File: src/adc_pkg.sv
package adc_pkg;

    ////////////////////////////////////////////////////////////////////////////
    // spi timing
    ////////////////////////////////////////////////////////////////////////////

    // system clocks per sclk half period
    localparam int sclk_half = 8;
    localparam int div_w = $clog2(sclk_half);
    localparam logic [div_w-1:0] div_last = div_w'(sclk_half - 1);

    // idle clocks between two frames
    localparam int frame_gap = 800;
    localparam int gap_w = $clog2(frame_gap);
    localparam logic [gap_w-1:0] gap_load = gap_w'(frame_gap - 1);

    // frame sizes
    localparam int max_frame_bits = 32;
    localparam int frame_len_w = 6;
    localparam int sample_w = 24;

    ////////////////////////////////////////////////////////////////////////////
    // adc commands and configuration
    ////////////////////////////////////////////////////////////////////////////

    localparam logic [7:0] cmd_rd_status = 8'h40;
    localparam logic [7:0] cmd_rd_data = 8'h42;
    // command byte plus status byte
    localparam logic [frame_len_w-1:0] status_frame_bits = 6'd16;
    // command byte plus 24 bit conversion result
    localparam logic [frame_len_w-1:0] data_frame_bits = 6'd32;

    localparam int cfg_count = 5;
    localparam int cfg_idx_w = $clog2(cfg_count);
    localparam logic [cfg_idx_w-1:0] cfg_last = cfg_idx_w'(cfg_count - 1);

    // register writes, left aligned, shifted out msb first
    localparam logic [max_frame_bits-1:0] cfg_words [cfg_count] = '{
        32'h0100_8000,
        32'h0300_18C0,
        32'h0981_AE00,
        32'h1909_E100,
        32'h2106_03C0
    };
    localparam logic [frame_len_w-1:0] cfg_bits [cfg_count] = '{
        6'd24, 6'd32, 6'd24, 6'd24, 6'd32
    };

    // rdy_n flag inside the status byte
    localparam int ready_n_bit = 7;

    typedef enum logic [2:0] {
        idle, cfg_gap, cfg_xfer, poll_gap, poll_xfer, data_gap, data_xfer, done_hold
    } seq_state_t;

endpackage

File: src/spi_frame_engine.sv
`timescale 1ns/10ps

module spi_frame_engine (
    input  logic                               PL_clk,
    input  logic                               rst,
    input  logic                               xfer_go,
    input  logic [adc_pkg::max_frame_bits-1:0] xfer_word,
    input  logic [adc_pkg::frame_len_w-1:0]    xfer_bits,
    input  logic                               miso,
    output logic                               xfer_busy,
    output logic                               xfer_end,
    output logic [adc_pkg::max_frame_bits-1:0] rx_word,
    output logic                               cs_n,
    output logic                               sclk,
    output logic                               mosi
);

    logic [adc_pkg::div_w-1:0]          div_cnt;
    // sclk edges still to come, two per bit
    logic [adc_pkg::frame_len_w:0]      edge_left;
    logic [adc_pkg::max_frame_bits-1:0] tx_sh;
    logic                               launch;
    logic                               tick;
    logic                               fall_tick;
    logic                               rise_tick;

    assign launch = xfer_go && !xfer_busy;
    assign tick = xfer_busy && (edge_left != '0) && (div_cnt == adc_pkg::div_last);
    // mode 3: idle high, shift on falling, sample on rising
    assign fall_tick = tick && sclk;
    assign rise_tick = tick && !sclk;

    ////////////////////////////////////////////////////////////////////////////
    // frame control and pins
    ////////////////////////////////////////////////////////////////////////////

    always_ff @(posedge PL_clk or negedge rst) begin
        if (!rst) begin
            xfer_busy <= 1'b0;
            xfer_end <= 1'b0;
            cs_n <= 1'b1;
            sclk <= 1'b1;
            mosi <= 1'b0;
            div_cnt <= '0;
            edge_left <= '0;
        end else begin
            xfer_end <= 1'b0;
            if (launch) begin
                xfer_busy <= 1'b1;
                cs_n <= 1'b0;
                div_cnt <= '0;
                edge_left <= {xfer_bits, 1'b0};
            end else if (xfer_busy && (edge_left != '0)) begin
                div_cnt <= tick ? '0 : div_cnt + 1'b1;
                if (tick) begin
                    sclk <= ~sclk;
                    edge_left <= edge_left - 1'b1;
                end
                // next bit goes out on the falling edge
                if (fall_tick)
                    mosi <= tx_sh[adc_pkg::max_frame_bits-1];
            end else if (xfer_busy) begin
                // one clock of hold after the last rising edge
                xfer_busy <= 1'b0;
                xfer_end <= 1'b1;
                cs_n <= 1'b1;
                mosi <= 1'b0;
            end
        end
    end

    // shift registers, rx fills from the lsb so short replies sit low
    always_ff @(posedge PL_clk) begin
        if (launch) begin
            tx_sh <= xfer_word;
            rx_word <= '0;
        end else begin
            if (fall_tick)
                tx_sh <= {tx_sh[adc_pkg::max_frame_bits-2:0], 1'b0};
            if (rise_tick)
                rx_word <= {rx_word[adc_pkg::max_frame_bits-2:0], miso};
        end
    end

endmodule

File: src/frame_gap_timer.sv
`timescale 1ns/10ps

module frame_gap_timer (
    input  logic PL_clk,
    input  logic rst,
    input  logic gap_go,
    output logic gap_end
);

    // remaining clocks of the gap, zero when idle
    logic [adc_pkg::gap_w-1:0] gap_cnt;

    ////////////////////////////////////////////////////////////////////////////
    // gap counter
    ////////////////////////////////////////////////////////////////////////////

    always_ff @(posedge PL_clk or negedge rst) begin
        if (!rst) begin
            gap_cnt <= '0;
            gap_end <= 1'b0;
        end else if (gap_go) begin
            // a go while running simply restarts the gap
            gap_cnt <= adc_pkg::gap_load;
            gap_end <= 1'b0;
        end else begin
            if (gap_cnt != '0)
                gap_cnt <= gap_cnt - 1'b1;
            // end pulse lands frame_gap clocks after the go pulse
            gap_end <= (gap_cnt == 1);
        end
    end

endmodule

File: src/sample_capture.sv
`timescale 1ns/10ps

module sample_capture (
    input  logic                               PL_clk,
    input  logic                               rst,
    input  logic                               xfer_end,
    input  logic [adc_pkg::max_frame_bits-1:0] rx_word,
    input  logic                               cap_status,
    input  logic                               cap_data,
    output logic                               ready,
    output logic [adc_pkg::sample_w-1:0]       sample,
    output logic                               sample_valid
);

    logic status_done;
    logic data_done;

    // frame kind is held by the controller for the whole transfer
    assign status_done = xfer_end && cap_status;
    assign data_done = xfer_end && cap_data;

    // ready flag and valid strobe
    always_ff @(posedge PL_clk or negedge rst) begin
        if (!rst) begin
            ready <= 1'b0;
            sample_valid <= 1'b0;
        end else begin
            sample_valid <= data_done;
            // rdy_n low means a conversion is waiting
            if (status_done)
                ready <= !rx_word[adc_pkg::ready_n_bit];
            else if (data_done)
                ready <= 1'b0;
        end
    end

    // result sits in the low bits after the command byte
    always_ff @(posedge PL_clk) begin
        if (data_done)
            sample <= rx_word[adc_pkg::sample_w-1:0];
    end

endmodule

File: src/adc_seq_ctrl.sv
`timescale 1ns/10ps

module adc_seq_ctrl (
    input  logic                               PL_clk,
    input  logic                               rst,
    input  logic                               start,
    input  logic                               xfer_busy,
    input  logic                               xfer_end,
    input  logic                               gap_end,
    input  logic                               ready,
    input  logic                               sample_valid,
    output logic                               xfer_go,
    output logic [adc_pkg::max_frame_bits-1:0] xfer_word,
    output logic [adc_pkg::frame_len_w-1:0]    xfer_bits,
    output logic                               gap_go,
    output logic                               cap_status,
    output logic                               cap_data,
    output logic                               done
);

    adc_pkg::seq_state_t              state;
    logic [adc_pkg::cfg_idx_w-1:0]    cfg_idx;

    ////////////////////////////////////////////////////////////////////////////
    // sequencer
    ////////////////////////////////////////////////////////////////////////////

    always_ff @(posedge PL_clk or negedge rst) begin
        if (!rst) begin
            state <= adc_pkg::idle;
            cfg_idx <= '0;
            xfer_go <= 1'b0;
            gap_go <= 1'b0;
        end else begin
            xfer_go <= 1'b0;
            gap_go <= 1'b0;
            if (!start) begin
                // abort from anywhere, engine finishes its frame alone
                state <= adc_pkg::idle;
                cfg_idx <= '0;
            end else begin
                case (state)
                    adc_pkg::idle: if (!xfer_busy) begin
                        state <= adc_pkg::cfg_gap;
                        cfg_idx <= '0;
                        gap_go <= 1'b1;
                    end
                    adc_pkg::cfg_gap: if (gap_end) begin
                        state <= adc_pkg::cfg_xfer;
                        xfer_go <= 1'b1;
                    end
                    adc_pkg::cfg_xfer: if (xfer_end) begin
                        gap_go <= 1'b1;
                        if (cfg_idx == adc_pkg::cfg_last) begin
                            state <= adc_pkg::poll_gap;
                        end else begin
                            cfg_idx <= cfg_idx + 1'b1;
                            state <= adc_pkg::cfg_gap;
                        end
                    end
                    adc_pkg::poll_gap: if (gap_end) begin
                        state <= adc_pkg::poll_xfer;
                        xfer_go <= 1'b1;
                    end
                    // ready is only valid the clock after the status frame
                    adc_pkg::poll_xfer: if (xfer_end) begin
                        state <= adc_pkg::data_gap;
                        gap_go <= 1'b1;
                    end
                    adc_pkg::data_gap: begin
                        // still busy, same gap then another status read
                        if (!ready)
                            state <= adc_pkg::poll_gap;
                        else if (gap_end) begin
                            state <= adc_pkg::data_xfer;
                            xfer_go <= 1'b1;
                        end
                    end
                    adc_pkg::data_xfer: if (sample_valid)
                        state <= adc_pkg::done_hold;
                    // single shot, wait here for start to drop
                    default: state <= adc_pkg::done_hold;
                endcase
            end
        end
    end

    // frame contents follow the phase
    always_comb begin
        case (state)
            adc_pkg::cfg_gap, adc_pkg::cfg_xfer: begin
                xfer_word = adc_pkg::cfg_words[cfg_idx];
                xfer_bits = adc_pkg::cfg_bits[cfg_idx];
            end
            adc_pkg::data_gap, adc_pkg::data_xfer: begin
                xfer_word = {adc_pkg::cmd_rd_data, 24'h0};
                xfer_bits = adc_pkg::data_frame_bits;
            end
            default: begin
                xfer_word = {adc_pkg::cmd_rd_status, 24'h0};
                xfer_bits = adc_pkg::status_frame_bits;
            end
        endcase
    end

    assign cap_status = (state == adc_pkg::poll_xfer);
    assign cap_data = (state == adc_pkg::data_xfer);
    // done comes up together with the sample strobe
    assign done = (state == adc_pkg::done_hold)
                  || ((state == adc_pkg::data_xfer) && sample_valid);

endmodule

File: src/adc_ctrl_top.sv
`timescale 1ns/10ps

module adc_ctrl_top (
    input  logic                         PL_clk,
    input  logic                         rst,
    input  logic                         start,
    input  logic                         miso,
    output logic                         cs_n,
    output logic                         sclk,
    output logic                         mosi,
    output logic [adc_pkg::sample_w-1:0] sample,
    output logic                         sample_valid,
    output logic                         done
);

    // controller to frame engine
    logic                               xfer_go;
    logic [adc_pkg::max_frame_bits-1:0] xfer_word;
    logic [adc_pkg::frame_len_w-1:0]    xfer_bits;
    logic                               xfer_busy;
    logic                               xfer_end;
    logic [adc_pkg::max_frame_bits-1:0] rx_word;
    // gap timer handshake
    logic                               gap_go;
    logic                               gap_end;
    // capture side
    logic                               cap_status;
    logic                               cap_data;
    logic                               ready;

    ////////////////////////////////////////////////////////////////////////////
    // control
    ////////////////////////////////////////////////////////////////////////////

    adc_seq_ctrl u_seq (
        .PL_clk(PL_clk), .rst(rst), .start(start),
        .xfer_busy(xfer_busy), .xfer_end(xfer_end), .gap_end(gap_end),
        .ready(ready), .sample_valid(sample_valid),
        .xfer_go(xfer_go), .xfer_word(xfer_word), .xfer_bits(xfer_bits),
        .gap_go(gap_go), .cap_status(cap_status), .cap_data(cap_data),
        .done(done)
    );

    frame_gap_timer u_gap (
        .PL_clk(PL_clk), .rst(rst), .gap_go(gap_go), .gap_end(gap_end)
    );

    ////////////////////////////////////////////////////////////////////////////
    // datapath
    ////////////////////////////////////////////////////////////////////////////

    spi_frame_engine u_spi (
        .PL_clk(PL_clk), .rst(rst), .xfer_go(xfer_go),
        .xfer_word(xfer_word), .xfer_bits(xfer_bits), .miso(miso),
        .xfer_busy(xfer_busy), .xfer_end(xfer_end), .rx_word(rx_word),
        .cs_n(cs_n), .sclk(sclk), .mosi(mosi)
    );

    sample_capture u_cap (
        .PL_clk(PL_clk), .rst(rst), .xfer_end(xfer_end), .rx_word(rx_word),
        .cap_status(cap_status), .cap_data(cap_data),
        .ready(ready), .sample(sample), .sample_valid(sample_valid)
    );

endmodule

File: config.mk
export PLATFORM = sky130hd
export DESIGN_NAME = adc_ctrl_top
export DESIGN_NICKNAME = d
export VERILOG_FILES = /design/src/adc_pkg.sv /design/src/spi_frame_engine.sv /design/src/frame_gap_timer.sv /design/src/sample_capture.sv /design/src/adc_seq_ctrl.sv /design/src/adc_ctrl_top.sv
export SDC_FILE = /design/constraint.sdc
export NUM_CORES = 1
export LEC_CHECK = 0
export ABC_AREA = 1
export BUFFER_PORTS_ARGS = -buffer_cell sky130_fd_sc_hd__buf_4
export CORE_MARGIN = 10
export CORE_UTILIZATION = 59
export CTS_CLUSTER_SIZE = 12
export DETAILED_ROUTE_END_ITERATION = 8
export MAX_ROUTING_LAYER = met4
export PLACE_DENSITY = 0.86
export SLEW_MARGIN = 20
export SYNTH_ARGS = -nofsm -noshare
export SYNTH_HDL_FRONTEND = slang
export SYNTH_SLANG_ARGS = --single-unit
File: constraint.sdc
create_clock -name PL_clk -period 10.7 [get_ports PL_clk]
set_clock_uncertainty 0.1 [all_clocks]
set_input_delay 1.605 -clock PL_clk [delete_from_list [all_inputs] [get_ports PL_clk]]
set_output_delay 1.605 -clock PL_clk [all_outputs]
set_load 0.02 [all_outputs]
Word-level counts from Yosys, hierarchy flattened

Memory sizes are Yosys's and may differ from the RTL's.
Cells that the tools add are included.

Memory bits (read-only): 304
Word-level logic and storage cells: 135
Memories: 2
Bits of input ports: 4
Register bits after elaboration: 116
Output and inout port bits: 29

Memories:

| memory           | words | bits a word | rd ports | clocked after Yosys merged registers in | wr ports | RTL line           | text |
|---|---|---|---|---|---|---|---|
| (name not given) | 8     | 32          | 1        | 0                                       | 0        | adc_seq_ctrl.sv:92 | `xfer_word = adc_pkg::cfg_words[cfg_idx];` |
| (name not given) | 8     | 6           | 1        | 0                                       | 0        | adc_seq_ctrl.sv:93 | `xfer_bits = adc_pkg::cfg_bits[cfg_idx];` |

Bitwise gates (word level): 3
Order comparisons: 1
Reductions and logical operators: 32
Add/subtract/negate cells: 4
Eq/ne operators: 21
Muxes and demuxes: 54

Operators with widths:

| kind                  | number |
|---|---|
| $mux 32               | 4 |
| $pmux 32 s2           | 1 |
| $mux 3                | 16 |
| $mux 7                | 3 |
| $pmux 3 s7            | 1 |
| $mux 1                | 20 |
| $mux 10               | 2 |
| $eq 3x3->1 const B    | 6 |
| $reduce_bool 2->1     | 7 |
| $mux 6                | 2 |
| $ne 3x3->1 const B    | 4 |
| $pmux 6 s2            | 1 |
| $eq 10x1->1 const B   | 1 |
| $reduce_bool 10->1    | 1 |
| $sub 10x1->10 const B | 1 |
| $ne 3x2->1 const B    | 3 |
| $logic_and 1x1->1     | 8 |
| $reduce_or 2->1       | 4 |
| $reduce_and 7->1      | 1 |
| $reduce_bool 7->1     | 1 |
| $sub 7x1->7 const B   | 1 |
| $add 3x1->3 const B   | 2 |
| $eq 3x2->1 const B    | 2 |
| $pmux 3 s2            | 1 |
| 15 further kinds      | 22 |

Depth between registers and ports, before layout

Depth after elaboration: 6
Mapped depth: 10
Depth with buffers taken out: 10

Hierarchy

A second synthesis with hierarchy kept.

Cell total of the unflattened synthesis: 709
Area total of the unflattened synthesis: 5979.5 sq um

Modules (own cells, without submodules):

| module           | seq. area each (sq um) | times used | area each (sq um) | cells an instance |
|---|---|---|---|---|
| spi_frame_engine | 1979.4                 | 1          | 3525.9            | 447 |
| adc_seq_ctrl     | 200.2                  | 1          | 978.4             | 148 |
| sample_capture   | 770.7                  | 1          | 798.3             | 32 |
| frame_gap_timer  | 275.3                  | 1          | 676.9             | 82 |

Worst setup path after synthesis

OpenSTA, ideal clock, no wires.

Path type: register to register
Start: reg u_spi.edge_left[0] (netlist bit)
End: reg u_spi.tx_sh[10] (netlist bit) (enable)
Data required time: 10.155 ns
Library setup time: 0.445 ns
Clock period less this slack: 3.404 ns
Stages on the path, launching flop included: 8
Data arrival time: 2.859 ns
Path buffers: 0
Slack: 7.296 ns
Path through: dfrtp_1 inv_1 ha_1 inv_1 nor2_4 nand3_4 nand3_4 o21ai_0

Longest elaborated chain between the ends: 5

Ends and longest elaborated chain:

| item                               | RTL line               | text |
|---|---|---|
| start: declaration                 | spi_frame_engine.sv:20 | `logic [adc_pkg::frame_len_w:0] edge_left;` |
| start signal: assignment           | spi_frame_engine.sv:52 | `edge_left <= {xfer_bits, 1'b0};` |
| start signal: assignment           | spi_frame_engine.sv:57 | `edge_left <= edge_left - 1'b1;` |
| $reduce_bool 7->1                  | spi_frame_engine.sv:28 | `assign tick = xfer_busy && (edge_left != '0) && (div_cnt == adc_pkg::div_last);` |
| $logic_and 1x1->1 (2 in a row)     | spi_frame_engine.sv:28 |  |
| $logic_and 1x1->1                  | spi_frame_engine.sv:30 | `assign fall_tick = tick && sclk;` |
| $reduce_bool 2->1 (no source line) | -                      |  |
| end signal: assignment             | spi_frame_engine.sv:75 | `tx_sh <= xfer_word;` |
| end signal: assignment             | spi_frame_engine.sv:79 | `tx_sh <= {tx_sh[adc_pkg::max_frame_bits-2:0], 1'b0};` |
| end: declaration                   | spi_frame_engine.sv:21 | `logic [adc_pkg::max_frame_bits-1:0] tx_sh;` |

Every way passes these cells.
A chain may end at the register's enable or synchronous reset.

Final worst setup path

Start: reg u_seq.state[2]
End: out done

Longest elaborated chain between the ends: 3
Elaborated cells between the ends (all ways): 4
Those cells by class: eq/ne: 2; reduce/logical: 2

Ends and longest elaborated chain:

| item                     | RTL line            | text |
|---|---|---|
| start: declaration       | adc_seq_ctrl.sv:21  | `adc_pkg::seq_state_t state;` |
| start signal: assignment | adc_seq_ctrl.sv:30  | `state <= adc_pkg::idle;` |
| start signal: assignment | adc_seq_ctrl.sv:39  | `state <= adc_pkg::idle;` |
| start signal: assignment | adc_seq_ctrl.sv:44  | `state <= adc_pkg::cfg_gap;` |
| $eq 3x3->1               | adc_seq_ctrl.sv:110 | `\|\| ((state == adc_pkg::data_xfer) && sample_valid);` |
| $logic_and 1x1->1        | adc_seq_ctrl.sv:110 |  |
| $logic_or 1x1->1 *       | adc_seq_ctrl.sv:110 |  |
| end: declaration         | adc_ctrl_top.sv:13  | `output logic done` |

Mark *: on every way between the ends. The rest lies on a longest branch, timed or not.

==> metrics.yaml <==
status: "complete, no violations"
vias: 3485
tns_ps: 0
cts_tree: "built"
synth.area.top_cells: "edfxtp_1 31%, dfrtp_1 17%, nand2_1 12%, dfxtp_1 9.8%, nor2_1 6.4%"
yosys.cell_types.count: 32
first_iter_violations: 222
crit_chain: "nand2_1 -> nor2_1 -> buf_4"
overflow: 0
clock-sinks: 110
grt.total_usage_pct: 14.5
cts_max_level: 3
io-pin-count: 33
slew_viol_final: 0
wl_um: 8640
syn_inst: 550
cp-start-kind: "register"
row_count: 33
area_growth_pct: 9.87
final_common_cell: "nand2_1"
max_stage_delay_ps: 580
n_antenna_cell: 0
hold_viol_final: 0
maxCapViolCount: 0
worst_pin_slew_ps: 1060
arrival_ps: 1370
clockBufferDepth: 2
holdWs_ps: 359
antenna_found_initial: 0
required_ps: 9000
setup_viol: 0
syn-cell-area_um2: 4920
crit_slowest_cell: "dfrtp_1"
postCtsHoldBufs: 0
synth_seq_cells: 110
ys.warnings.count: 0
wire_per_inst_um: 12.6
cts_resized: 0
io_buffer_count: 32
drt.antenna.violating_nets: 0
grt_max_degree: 55
drc: 0
die_h_um: 111
maxSlewHeadroom_pct: 29.6
avgSynthCellArea_um2: 8.94
critPathMaxFanout: 13
clk_latency_ps: 360
gp_congestion: 0.882
clk_pin_slew_worst_paths_ps: 110
layout_common_cells: "151 x nand2_1, 84 x nor2_1, 72 x inv_1"
yosys.area.top_type: "edfxtp_1"
synth_nets: 565
drive_gt1_share_pct: 12.9
core_area_um2: 8180
avgViaCountPerCell: 5.07
place_hpwl_um: 6020
period_share_pct: 28.7
initial_core_util_pct: 60.2
cts_root_buf: "clkbuf_8"
rsz0062_at_grt: "false"
fin_nets: 593
cp-end-kind: "output port"
die-area_um2: 12400
p_leak_nw: 2.63
grt_pass1_wl_um: 14900
grt_pass1_vias: 3343
cts_setup_buffers: 0
peakVddDrop_uv: 110
period_needed_ps: 3080
synth_top_area_share_pct: 30.5
hold_path.class: "reg2reg"
die_w_um: 111
p_per_area_nw_per_um2: 170
drtPass1Iterations: 5
ff2ff_setup_slack_ps: 8400
numCtsBuffers: 9
path_class: "reg2out"
ys_seq_area_share_pct: 58.6
critical_path_buf_inv_count: 1
critPathTopFamily: "flip-flops"
max_freq_mhz: 325
## state kept, by name (all words and copies together), names as in the netlist
signal / cells
u_seq.gap_go: 1
u_spi.mosi: 1
u_cap.ready: 1
u_seq.xfer_go: 1
u_spi.div_cnt: 3
u_spi.cs_n: 1
u_spi.rx_word: 24
u_spi.sclk: 1
u_cap.sample_valid: 1
u_spi.xfer_end: 1
u_seq.cfg_idx: 3
u_seq.state: 3
u_gap.gap_cnt: 10
u_spi.tx_sh: 26
u_spi.xfer_busy: 1
u_cap.sample: 24
u_spi.edge_left: 7
u_gap.gap_end: 1
## power by group
part           leakage (nW)  total, mW  switching, mW  internal [mW]
combinational          1.42      0.151         0.0971         0.0536
sequential             1.11      0.514         0.0381          0.476
clock                 0.102      0.255          0.143          0.112
## metal layers
layer / share of wire [%] / wire length (µm) / GRT usage, %
met2: 45 / 3930 / 22.5
met4: 1.3 / 108 / 4.63
met3: 6.6 / 570 / 4.00
met5: 0 / 0 / -
met1: 47 / 4030 / 18.0
## logic make-up (layout without fill, tap and decap cells)
kind of cell / after synthesis / after routing / share of synthesized area [%]
simple gates: 296 / 296 / 26.0
flops: 110 / 110 / 58.6
buf+inv: 90 / 123 / 7.78
compound gates: 41 / 41 / 4.43
fa+ha+maj: 11 / 11 / 2.80
xor+xnor: 2 / 2 / 0.356
## cells in the mapped netlist (all sizes together)
master,number
nand3,34
o21ai,26
a21oi,7
a31oi,4
or2,3
nand2,153
inv,75
o211ai,1
buf,14
clkbuf,1
nor2,96
nand3b,1
o22ai,2
edfxtp,50
xor2,2
o21bai,1
dfrtp,34
ha,11
dfxtp,24
nor3,5
nand4,4
dfstp,2
## worst register-to-register path: cells and delay by family (launching register included)
kind | cells | cell delay [ps]
buffers and inverters | 2 | 940
DFF | 1 | 580
and+or+nand+nor | 2 | 300
## metrics by stage
step,power [mW],util (%),setup WS (ps),cells,cell area (µm²)
after detailed placement,0.673,63.6,8030,672,5200
final,0.919,66.1,7620,688,5410
after global routing,0.975,66.1,7480,688,5410
after CTS,0.926,66.1,7620,688,5410
after global placement,0.664,63.5,8050,672,5190
after floorplan,0.636,-,7300,550,4920
## cell type report
class,instances,area (µm²)
Sequential cell,110,2890
Fill cell,671,2770
Multi-Input combinational cell,350,1660
Inverter,75,282
Timing Repair Buffer,32,240
Tap cell,105,131
Clock buffer,9,124
Clock inverter,7,80.1
## worst paths after layout
path                       cells after the start                      startpoint                      endpoint
min in group asynchronous                      1                             rst  u_gap.gap_cnt[4]$_DFFE_PN0P_
max in group asynchronous                      1                             rst        u_spi.cs_n$_DFFE_PN1P_
max reg2reg                                    4      u_seq.state[2]$_DFFE_PN0P_    u_cap.sample[19]$_DFFE_PP_
min reg2reg                                    0  u_spi.rx_word[23]$_SDFFE_PP0P_    u_cap.sample[23]$_DFFE_PP_
max                                            3      u_seq.state[2]$_DFFE_PN0P_                          done
min                                            0  u_spi.rx_word[23]$_SDFFE_PP0P_    u_cap.sample[23]$_DFFE_PP_
Note: power is estimated with default switching activity, not from simulation.
